### src/design/fifo_params.svh
`ifndef FIFO_PARAMS_SVH
`define FIFO_PARAMS_SVH

////////////////////
// Lane geometry

`define FIFO_LANE_DATA   64                                      // Data bits per lane.
`define FIFO_LANE_PARITY 8                                       // One parity bit per data byte.
`define FIFO_LANE_WIDTH  (`FIFO_LANE_DATA + `FIFO_LANE_PARITY)   // Full lane word, 72 bits.

////////////////////
// Bank shape

`define FIFO_NUM_LANES   2    // Ganged lanes, 1 to 3 all work.
`define FIFO_DEPTH       16   // Words per lane, power of two up to 512.

// Clocks spent settling after reset before traffic is allowed.
`define FIFO_RST_CYCLES  12

`endif

### src/design/fifo_pkg.sv
`include "fifo_params.svh"

package fifo_pkg;

	////////////////////
	// Storage types

	// One lane word, parity sits above data as in the hard FIFO DIP/DI split.
	typedef struct packed {
		logic [`FIFO_LANE_PARITY-1:0] parity;   // Bit i covers data byte i.
		logic [`FIFO_LANE_DATA-1:0]   data;     // Raw lane payload.
	} lane_t;

	// Full ganged word, lane 0 in the low bits.
	typedef lane_t [`FIFO_NUM_LANES-1:0] lane_array_t;

	// Shared read and write address.
	typedef logic [$clog2(`FIFO_DEPTH)-1:0] fifo_addr_t;

	// Occupancy, one extra bit so a full lane can be told from an empty one.
	typedef logic [$clog2(`FIFO_DEPTH):0] fifo_count_t;

endpackage

### src/design/frame_pkg.sv
`include "fifo_params.svh"

package frame_pkg;

	////////////////////
	// Frame fields

	typedef logic [15:0] frame_tag_t;   // Frame identifier from the header.
	typedef logic [7:0]  frame_len_t;   // Data words after the header.

	// Payload of one data word, lanes stripped of parity.
	typedef logic [`FIFO_NUM_LANES*`FIFO_LANE_DATA-1:0] payload_t;

	localparam int FRAME_WORD_W = `FIFO_NUM_LANES * `FIFO_LANE_WIDTH;
	localparam int HDR_RSVD_W   = FRAME_WORD_W - $bits(frame_tag_t) - $bits(frame_len_t);

	////////////////////
	// Word views

	// Header layout, padded out to the full ganged width.
	typedef struct packed {
		logic [HDR_RSVD_W-1:0] reserved;     // Ignored by the read path.
		frame_tag_t            frame_tag;    // Carried to frame_tag on frame_done.
		frame_len_t            frame_len;    // Zero gives a header-only frame.
	} frame_header_t;

	// Same 144 bits read either as a header or as parity-protected lanes.
	typedef union packed {
		frame_header_t          header;   // First word of a frame.
		fifo_pkg::lane_array_t  lanes;    // Every following data word.
	} fifo_word_t;

endpackage

### src/design/frame_if.sv
////////////////////
// Decode to execute

interface decode_if;
	import frame_pkg::*;

	logic       valid;       // One word this cycle.
	logic       is_header;   // Word is a frame header.
	logic       last;        // Final word of its frame.
	fifo_word_t word;        // Raw word, both views available.

	modport source (
		output valid,
		output is_header,
		output last,
		output word
	);

	modport sink (
		input valid,
		input is_header,
		input last,
		input word
	);
endinterface

////////////////////
// Execute to result

interface execute_if;
	import frame_pkg::*;

	logic       valid;       // One word this cycle.
	logic       is_header;   // Header, tag and len are good.
	logic       last;        // Closes the frame.
	payload_t   payload;     // Data bits of a data word.
	logic       par_err;     // Some byte failed its parity.
	frame_tag_t tag;         // Header tag.
	frame_len_t len;         // Header length.

	modport source (output valid, output is_header, output last, output payload,
		output par_err, output tag, output len);
	modport sink (input valid, input is_header, input last, input payload,
		input par_err, input tag, input len);
endinterface

### src/design/fifo_bank.sv
`include "fifo_params.svh"

module fifo_bank (
	input  logic                       rd_clk,
	input  logic                       rst_read_n,
	input  logic                       wr_en,
	input  fifo_pkg::lane_array_t      wr_data,
	input  logic                       rd_en,
	output logic                       wr_full,
	output logic                       wr_overflow,
	output logic                       rd_empty,
	output logic                       rd_underflow,
	output logic                       rst_done,
	output logic                       out_valid,
	output wire fifo_pkg::lane_array_t out_word
);
	import fifo_pkg::*;

	localparam int SETTLE_W = $clog2(`FIFO_RST_CYCLES + 1);

	logic [SETTLE_W-1:0]       settle_cnt;   // Clocks since reset released.
	fifo_addr_t                wr_ptr;       // Shared by every lane.
	fifo_addr_t                rd_ptr;
	logic                      wr_accept;
	logic                      rd_accept;
	wire [`FIFO_NUM_LANES-1:0] lane_full;
	wire [`FIFO_NUM_LANES-1:0] lane_empty;

	////////////////////
	// Settle counter

	always_ff @(posedge rd_clk) begin
		if (rst_read_n) begin
			settle_cnt <= '0;
			rst_done   <= 1'b0;
		end else if (!rst_done) begin
			settle_cnt <= settle_cnt + 1'b1;
			if (settle_cnt == SETTLE_W'(`FIFO_RST_CYCLES - 1))
				rst_done <= 1'b1;          // Opens both ports next cycle.
		end
	end

	// Gang flags, any lane full or empty blocks the whole word.
	assign wr_full   = (|lane_full) || !rst_done;
	assign rd_empty  = (|lane_empty) || !rst_done;
	assign wr_accept = wr_en && !wr_full;
	assign rd_accept = rd_en && !rd_empty;

	////////////////////
	// Pointers and strobes

	always_ff @(posedge rd_clk) begin
		if (rst_read_n) begin
			wr_ptr       <= '0;
			rd_ptr       <= '0;
			wr_overflow  <= 1'b0;
			rd_underflow <= 1'b0;
			out_valid    <= 1'b0;
		end else begin
			if (wr_accept)
				wr_ptr <= wr_ptr + 1'b1;      // Wraps on power-of-two depth.
			if (rd_accept)
				rd_ptr <= rd_ptr + 1'b1;
			wr_overflow  <= wr_en && rst_done && wr_full;    // Word is dropped.
			rd_underflow <= rd_en && rst_done && rd_empty;
			out_valid    <= rd_accept;                       // Matches registered output.
		end
	end

	////////////////////
	// Lane memories

	for (genvar g = 0; g < `FIFO_NUM_LANES; g++) begin : g_lane
		lane_t       mem [`FIFO_DEPTH];   // Block storage for this lane.
		lane_t       lane_q;              // Registered read data.
		fifo_count_t count;               // Lane occupancy.
		fifo_count_t count_next;
		logic        full_q;
		logic        empty_q;

		always_comb begin
			count_next = count;
			if (wr_accept && !rd_accept)
				count_next = count + 1'b1;
			else if (rd_accept && !wr_accept)
				count_next = count - 1'b1;   // Write with read leaves it alone.
		end

		always_ff @(posedge rd_clk) begin
			if (rst_read_n) begin
				count   <= '0;
				full_q  <= 1'b0;
				empty_q <= 1'b1;
			end else begin
				count   <= count_next;
				full_q  <= (count_next == fifo_count_t'(`FIFO_DEPTH));
				empty_q <= (count_next == '0);
			end
		end

		always_ff @(posedge rd_clk) begin
			if (wr_accept)
				mem[wr_ptr] <= wr_data[g];
			if (rd_accept)
				lane_q <= mem[rd_ptr];      // Output register, no fall-through.
		end

		assign lane_full[g]  = full_q;
		assign lane_empty[g] = empty_q;
		assign out_word[g]   = lane_q;
	end

endmodule

### src/design/frame_decode.sv
module frame_decode (
	input  logic                  rd_clk,
	input  logic                  rst_read_n,
	input  logic                  in_valid,
	input  fifo_pkg::lane_array_t in_word,
	decode_if.source              dec
);
	import frame_pkg::*;

	fifo_word_t in_view;      // Bank word seen through the union.
	frame_len_t words_left;   // Data words still owed by this frame.
	logic       at_header;    // Next word opens a frame.

	assign in_view   = fifo_word_t'(in_word);
	assign at_header = (words_left == '0);

	////////////////////
	// Frame tracking

	always_ff @(posedge rd_clk) begin
		if (rst_read_n) begin
			words_left    <= '0;
			dec.valid     <= 1'b0;
			dec.is_header <= 1'b0;
			dec.last      <= 1'b0;
		end else begin
			dec.valid <= in_valid;
			if (in_valid) begin
				dec.is_header <= at_header;
				if (at_header) begin
					// Length comes straight from the header view.
					words_left <= in_view.header.frame_len;
					dec.last   <= (in_view.header.frame_len == '0);   // Header-only frame.
				end else begin
					words_left <= words_left - 1'b1;
					dec.last   <= (words_left == frame_len_t'(1));    // Final data word.
				end
			end
		end
	end

	////////////////////
	// Word register

	always_ff @(posedge rd_clk) begin
		if (in_valid)
			dec.word <= in_view;   // Both views travel on.
	end

endmodule

### src/design/frame_execute.sv
`include "fifo_params.svh"

module frame_execute (
	input  logic      rd_clk,
	input  logic      rst_read_n,
	decode_if.sink    dec,
	execute_if.source exe
);
	import frame_pkg::*;

	localparam int BYTE_W = `FIFO_LANE_DATA / `FIFO_LANE_PARITY;

	logic [`FIFO_NUM_LANES-1:0][`FIFO_LANE_PARITY-1:0] byte_bad;   // Per byte parity miss.
	payload_t                                          data_bits;  // Lanes minus parity.

	////////////////////
	// Parity and payload

	always_comb begin
		for (int l = 0; l < `FIFO_NUM_LANES; l++) begin
			data_bits[l*`FIFO_LANE_DATA +: `FIFO_LANE_DATA] = dec.word.lanes[l].data;
			for (int b = 0; b < `FIFO_LANE_PARITY; b++) begin
				// Good byte when its parity bit equals the byte XOR.
				byte_bad[l][b] = (^dec.word.lanes[l].data[b*BYTE_W +: BYTE_W])
					!= dec.word.lanes[l].parity[b];
			end
		end
	end

	////////////////////
	// Stage register

	always_ff @(posedge rd_clk) begin
		if (rst_read_n) begin
			exe.valid     <= 1'b0;
			exe.is_header <= 1'b0;
			exe.last      <= 1'b0;
			exe.par_err   <= 1'b0;
		end else begin
			exe.valid <= dec.valid;
			if (dec.valid) begin
				exe.is_header <= dec.is_header;
				exe.last      <= dec.last;
				exe.par_err   <= !dec.is_header && (|byte_bad);   // Headers carry no parity.
			end
		end
	end

	always_ff @(posedge rd_clk) begin
		if (dec.valid && !dec.is_header)
			exe.payload <= data_bits;
		if (dec.valid && dec.is_header) begin
			exe.tag <= dec.word.header.frame_tag;   // Header view of the same word.
			exe.len <= dec.word.header.frame_len;
		end
	end

endmodule

### src/design/frame_fifo_top.sv
`include "fifo_params.svh"

module frame_fifo_top (
	input  logic                                         rd_clk,
	input  logic                                         rst_read_n,
	input  logic                                         wr_en,
	input  logic [`FIFO_NUM_LANES*`FIFO_LANE_WIDTH-1:0] wr_data,
	input  logic                                         rd_en,
	output logic                                         wr_full,
	output logic                                         wr_overflow,
	output logic                                         rd_empty,
	output logic                                         rd_underflow,
	output logic                                         rst_done,
	output logic                                         rd_valid,
	output logic [`FIFO_NUM_LANES*`FIFO_LANE_DATA-1:0]  rd_data,
	output logic                                         frame_done,
	output frame_pkg::frame_tag_t                        frame_tag,
	output frame_pkg::frame_len_t                        frame_words,
	output logic                                         frame_error
);
	import fifo_pkg::*;

	lane_array_t bank_word;    // Registered bank output.
	logic        bank_valid;

	decode_if  dec_if ();      // Decode to execute.
	execute_if exe_if ();      // Execute to result.

	////////////////////
	// Storage

	fifo_bank u_bank (
		.rd_clk       (rd_clk),
		.rst_read_n   (rst_read_n),
		.wr_en        (wr_en),
		.wr_data      (wr_data),
		.rd_en        (rd_en),
		.wr_full      (wr_full),
		.wr_overflow  (wr_overflow),
		.rd_empty     (rd_empty),
		.rd_underflow (rd_underflow),
		.rst_done     (rst_done),
		.out_valid    (bank_valid),
		.out_word     (bank_word)
	);

	////////////////////
	// Read pipeline

	frame_decode u_decode (.rd_clk(rd_clk), .rst_read_n(rst_read_n),
		.in_valid(bank_valid), .in_word(bank_word), .dec(dec_if.source));

	frame_execute u_execute (.rd_clk(rd_clk), .rst_read_n(rst_read_n),
		.dec(dec_if.sink), .exe(exe_if.source));

	frame_result u_result (
		.rd_clk      (rd_clk),
		.rst_read_n  (rst_read_n),
		.exe         (exe_if.sink),
		.rd_valid    (rd_valid),
		.rd_data     (rd_data),
		.frame_done  (frame_done),
		.frame_tag   (frame_tag),
		.frame_words (frame_words),
		.frame_error (frame_error)
	);

endmodule

### src/design/frame_result.sv
module frame_result (
	input  logic                  rd_clk,
	input  logic                  rst_read_n,
	execute_if.sink               exe,
	output logic                  rd_valid,
	output frame_pkg::payload_t   rd_data,
	output logic                  frame_done,
	output frame_pkg::frame_tag_t frame_tag,
	output frame_pkg::frame_len_t frame_words,
	output logic                  frame_error
);
	import frame_pkg::*;

	frame_tag_t cur_tag;      // Tag of the open frame.
	frame_len_t word_cnt;     // Data words seen so far.
	logic       err_sticky;   // Any parity miss in this frame.
	logic       data_beat;

	assign data_beat = exe.valid && !exe.is_header;

	////////////////////
	// Frame state

	always_ff @(posedge rd_clk) begin
		if (rst_read_n) begin
			rd_valid   <= 1'b0;
			frame_done <= 1'b0;
			word_cnt   <= '0;
			err_sticky <= 1'b0;
		end else begin
			rd_valid   <= data_beat;
			frame_done <= exe.valid && exe.last;   // One pulse per frame.
			if (exe.valid) begin
				if (exe.is_header) begin
					word_cnt   <= '0;                  // New frame starts clean.
					err_sticky <= 1'b0;
				end else begin
					word_cnt   <= word_cnt + 1'b1;
					err_sticky <= err_sticky || exe.par_err;
				end
			end
		end
	end

	////////////////////
	// Output registers

	always_ff @(posedge rd_clk) begin
		if (data_beat)
			rd_data <= exe.payload;
		if (exe.valid && exe.is_header)
			cur_tag <= exe.tag;
		if (exe.valid && exe.last) begin
			if (exe.is_header) begin
				frame_tag   <= exe.tag;       // Header-only frame.
				frame_words <= exe.len;
				frame_error <= 1'b0;
			end else begin
				frame_tag   <= cur_tag;
				frame_words <= word_cnt + 1'b1;   // Counts this last beat.
				frame_error <= err_sticky || exe.par_err;
			end
		end
	end

endmodule

### config.mk
export PLATFORM = sky130hd
export DESIGN_NAME = frame_fifo_top
export DESIGN_NICKNAME = d
export VERILOG_FILES = /design/src/design/fifo_pkg.sv /design/src/design/frame_pkg.sv /design/src/design/frame_if.sv /design/src/design/fifo_bank.sv /design/src/design/frame_decode.sv /design/src/design/frame_execute.sv /design/src/design/frame_fifo_top.sv /design/src/design/frame_result.sv
export VERILOG_INCLUDE_DIRS = /design/src /design/src/design
export SDC_FILE = /design/constraint.sdc
export NUM_CORES = 2
export LEC_CHECK = 0
export BUFFER_PORTS_ARGS = -buffer_cell sky130_fd_sc_hd__buf_2
export CAP_MARGIN = 30
export CORE_ASPECT_RATIO = 0.9
export CORE_UTILIZATION = 66
export DETAILED_ROUTE_END_ITERATION = 16
export PLACE_DENSITY = 0.91
export REMOVE_ABC_BUFFERS = 1
export SYNTH_ARGS = -nofsm -noshare
export SYNTH_HDL_FRONTEND = slang
export SYNTH_SLANG_ARGS = --single-unit
export TNS_END_PERCENT = 100
### constraint.sdc
create_clock -name rd_clk -period 31.1 [get_ports rd_clk]
set_input_delay 6.22 -clock rd_clk [delete_from_list [all_inputs] [get_ports rd_clk]]
set_output_delay 6.22 -clock rd_clk [all_outputs]
set_load 0.03 [all_outputs]
==> results_dict.tcl <==
set metrics [dict create \
    cpMostUsedCell "buf_4" \
    cts.htree.levels 5 \
    crit_required_ns 31.66 \
    dieWidth_um 430 \
    numCtsBuffers 287 \
    area_growth_pct 12.5 \
    grt_pass1_wl_um 424000 \
    period_minus_slack_ns 9.34 \
    synth_top_area_frac 0.804 \
    port-buffer-count 307 \
    ys_ff_latch 2969 \
    grt_pass1_vias 53400 \
    use_met3 0.0767 \
    synth_area_per_cell_um2 25.1 \
    hp-start "u_bank.out_word[72]" \
    r2r-end "u_bank.out_word[113]" \
    setup_viol_count_final 0 \
    layout.nets 5000 \
    routed_wl_um 317000 \
    crit_type "primary input to flop" \
    async_flop_share 0 \
    viasPerCell 7.63 \
    postCtsSetupRepairBufs 0 \
    drive_above_1_share 0.308 \
    io_pins 308 \
    final.fill_count 7690 \
    grt_max_degree 149 \
    setup_slack_ns 21.76 \
    fin_crit_sh 0.300 \
    cpLargestDelayFamily "buffers and inverters" \
    vias 55000 \
    worst_hold_path.endpoint "u_decode.dec.word[72]" \
    hold_violations 0 \
    critPathMaxFanout 46 \
    r2r_setup_slack_ns 26.13 \
    slew_viol_final 0 \
    crit_buf_inv 5 \
    cts.sinks 2969 \
    synth_commonest_cells "edfxtp_1, mux4_2, clkbuf_1" \
    yosysUniqueCellTypes 46 \
    synthesis.area_um2 109000 \
    clk_latency_ns 0.96 \
    ant_nets 0 \
    finalSetupTns_ns 0 \
    grtUsageTotal 0.370 \
    synth_top_area_cell "edfxtp_1" \
    route.detailed.drc 0 \
    worstSetupEndpointType "flop" \
    initialDrtViolationCount 9978 \
    crit_cells 8 \
    clockBufferDepth 4 \
    rows 140 \
    status "completed" \
    cpMaxStageDelayCell "buf_4" \
    powerDensity_nw_per_um2 64.6 \
    max_freq_ghz 0.107 \
    die_h_um 387 \
    arrival_ns 9.90 \
    wl_per_cell_um 43.9 \
    rsz0062_at_grt "no" \
    coreArea_um2 163000 \
    use_met1 0.496 \
    r2r_start "u_bank.rd_ptr[0]" \
    grt_busiest_layer "met2" \
    startpoint_type "primary input" \
    clk_pin_slew_worst_paths_ns 0.07 \
    drtPass1Iterations 6 \
    ys_top_cells_by_area "edfxtp_1, mux4_2, dfxtp_1" \
    skew_ns 0.0927 \
    antenna_found_initial 62 \
    dp_hpwl_um 154000 \
    start_util 0.669 \
    grt.met2_usage 0.589 \
    synth_most_common_cell "edfxtp_1" \
    maxCapViolCount 0 \
    min_path_type "flop to flop" \
    postCtsHoldBufs 0 \
    post_cts_resize_count 0 \
    worstRegToRegCells 6 \
    gp_congestion 0.785 \
    worstMarginPinSlew_ns 1.10 \
    cts_root_buffer "clkbuf_16" \
    synth_cells 4330 \
    cts_tree "yes" \
    peakVddDrop_uv 44.4 \
    dieArea_um2 167000 \
    synthFlopType "edfxtp_1" \
    yosysSeqAreaShare 0.814 \
    dp_worst_setup_slack_ns 20.83 \
    overflow 0 \
    synth_edf_count 2913 \
    path_cells "buf_2 -> and4bb_2 -> nand2_1 -> nor2_4 -> buf_4 -> buf_4 -> buf_4 -> buf_16" \
    slew_headroom 0.264 \
    whs_path_depth 0 \
    yosysWarningCount 0 \
    cpPeakStageDelay_ns 0.84 \
    p_leak_nw 37.5 \
]
==> worst reg2reg max path, delay by kind of cell (launching register included) <==
family | cells | cell delay, ns
mux | 2 | 1.27
buf+inv | 4 | 2.86
flops | 1 | 0.60
==> layout make-up <==
| cell class | instances | area (um2) | area share |
|---|---|---|---|
| flip-flops and latches | 2969 | 88600 | 0.724 |
| multi-input cells | 1159 | 19400 | 0.159 |
| clock buffers | 338 | 7510 | 0.0613 |
| repair buffers | 407 | 2780 | 0.0227 |
| well taps | 2130 | 2670 | 0.0218 |
| clock inverters | 149 | 1290 | 0.0105 |
| diodes | 48 | 120 | 0.000981 |
| inverters | 14 | 60.1 | 0.000490 |
==> how the worst max path moves through the flow <==
stage | from | end
global placement | wr_en | u_bank.g_lane[1].mem[15][3]
CTS | wr_en | u_bank.g_lane[1].mem[15][65]
finish | wr_en | u_bank.g_lane[0].mem[12][49]
detailed placement | wr_en | u_bank.g_lane[0].mem[15][50]
global route | wr_en | u_bank.g_lane[0].mem[12][49]
floorplan | u_bank.rd_ptr[0] | u_bank.out_word[138]
==> flip-flops by register name (all words and copies together), names as in the netlist, 2 cells and up <==
name,count
u_execute.exe.payload,128
u_bank.g_lane.mem,2304
u_execute.exe.tag,16
u_bank.rd_ptr,4
u_result.rd_data,128
u_bank.out_word,144
u_decode.words_left,8
u_bank.g_lane.empty_q,2
u_bank.wr_ptr,4
u_bank.g_lane.full_q,2
u_bank.g_lane.count,10
u_result.frame_words,8
u_result.frame_tag,16
u_decode.dec.word,144
u_result.cur_tag,16
u_bank.settle_cnt,4
u_execute.exe.len,8
u_result.word_cnt,8
==> power breakdown <==
group          switching [W]  internal [W]  leakage (nW)
sequential        0.00000213       0.00437          26.6
combinational      0.0000561     0.0000106          6.64
clock                0.00157       0.00190          4.27
total                0.00163       0.00628          37.5
==> cell families (layout without fill, tap and decap cells) <==
family                     count (synthesis)  in the layout  synth area share
muxes                                    745            745             0.150
xor gates and xnor gates                 135            135            0.0129
and+or+nand+nor                          176            176           0.00777
adders and majority gates                 14             14           0.00161
other                                      0             48                 0
DFF                                     2969           2969             0.814
buffers and inverters                    202            908           0.00847
AOI/OAI and AO/OA                         89             89           0.00516
==> layout by cell type, fill, tap and decap left out, types with 6 or more instances in the layout <==
master	n
o21ai_0	8
xor2_1	46
clkinvlp_4	19
bufinv_16	20
edfxtp_1	2913
clkinv_1	52
clkbuf_1	44
nand3_1	11
mux2_2	19
xnor2_1	72
dfxtp_1	51
xnor3_1	16
nand2b_1	6
nand4_1	6
diode_2	48
mux2i_1	20
buf_16	18
mux4_2	706
a22oi_1	6
buf_12	10
a211oi_1	20
clkinv_2	44
nor3_1	11
nor2_1	58
inv_1	13
ha_1	14
clkbuf_16	293
inv_6	9
buf_4	70
buf_2	307
nor2_4	14
a21oi_1	39
nor2b_1	16
nand2_1	27
==> per-stage QoR <==
step	std cells	total power [W]	hold slack (ns)	instance area [um2]	utilization
after floorplan	4142	0.00447	0.400	108000	-
after global placement	6657	0.00451	0.401	113000	0.694
after detailed placement	6668	0.00452	0.405	113000	0.696
after CTS	7155	0.00789	0.408	122000	0.750
after global routing	7188	0.00804	0.422	122000	0.752
final	7214	0.00791	0.413	122000	0.753
==> layer usage <==
metal  wire length [um]  vias to the layer above
met1              99800                    28200
met3              39600                     1153
met2             156000                     6131
met4              21000                       28
li1                   -                    19500
met5                184                        -
Note: power is estimated with default switching activity, not from simulation.
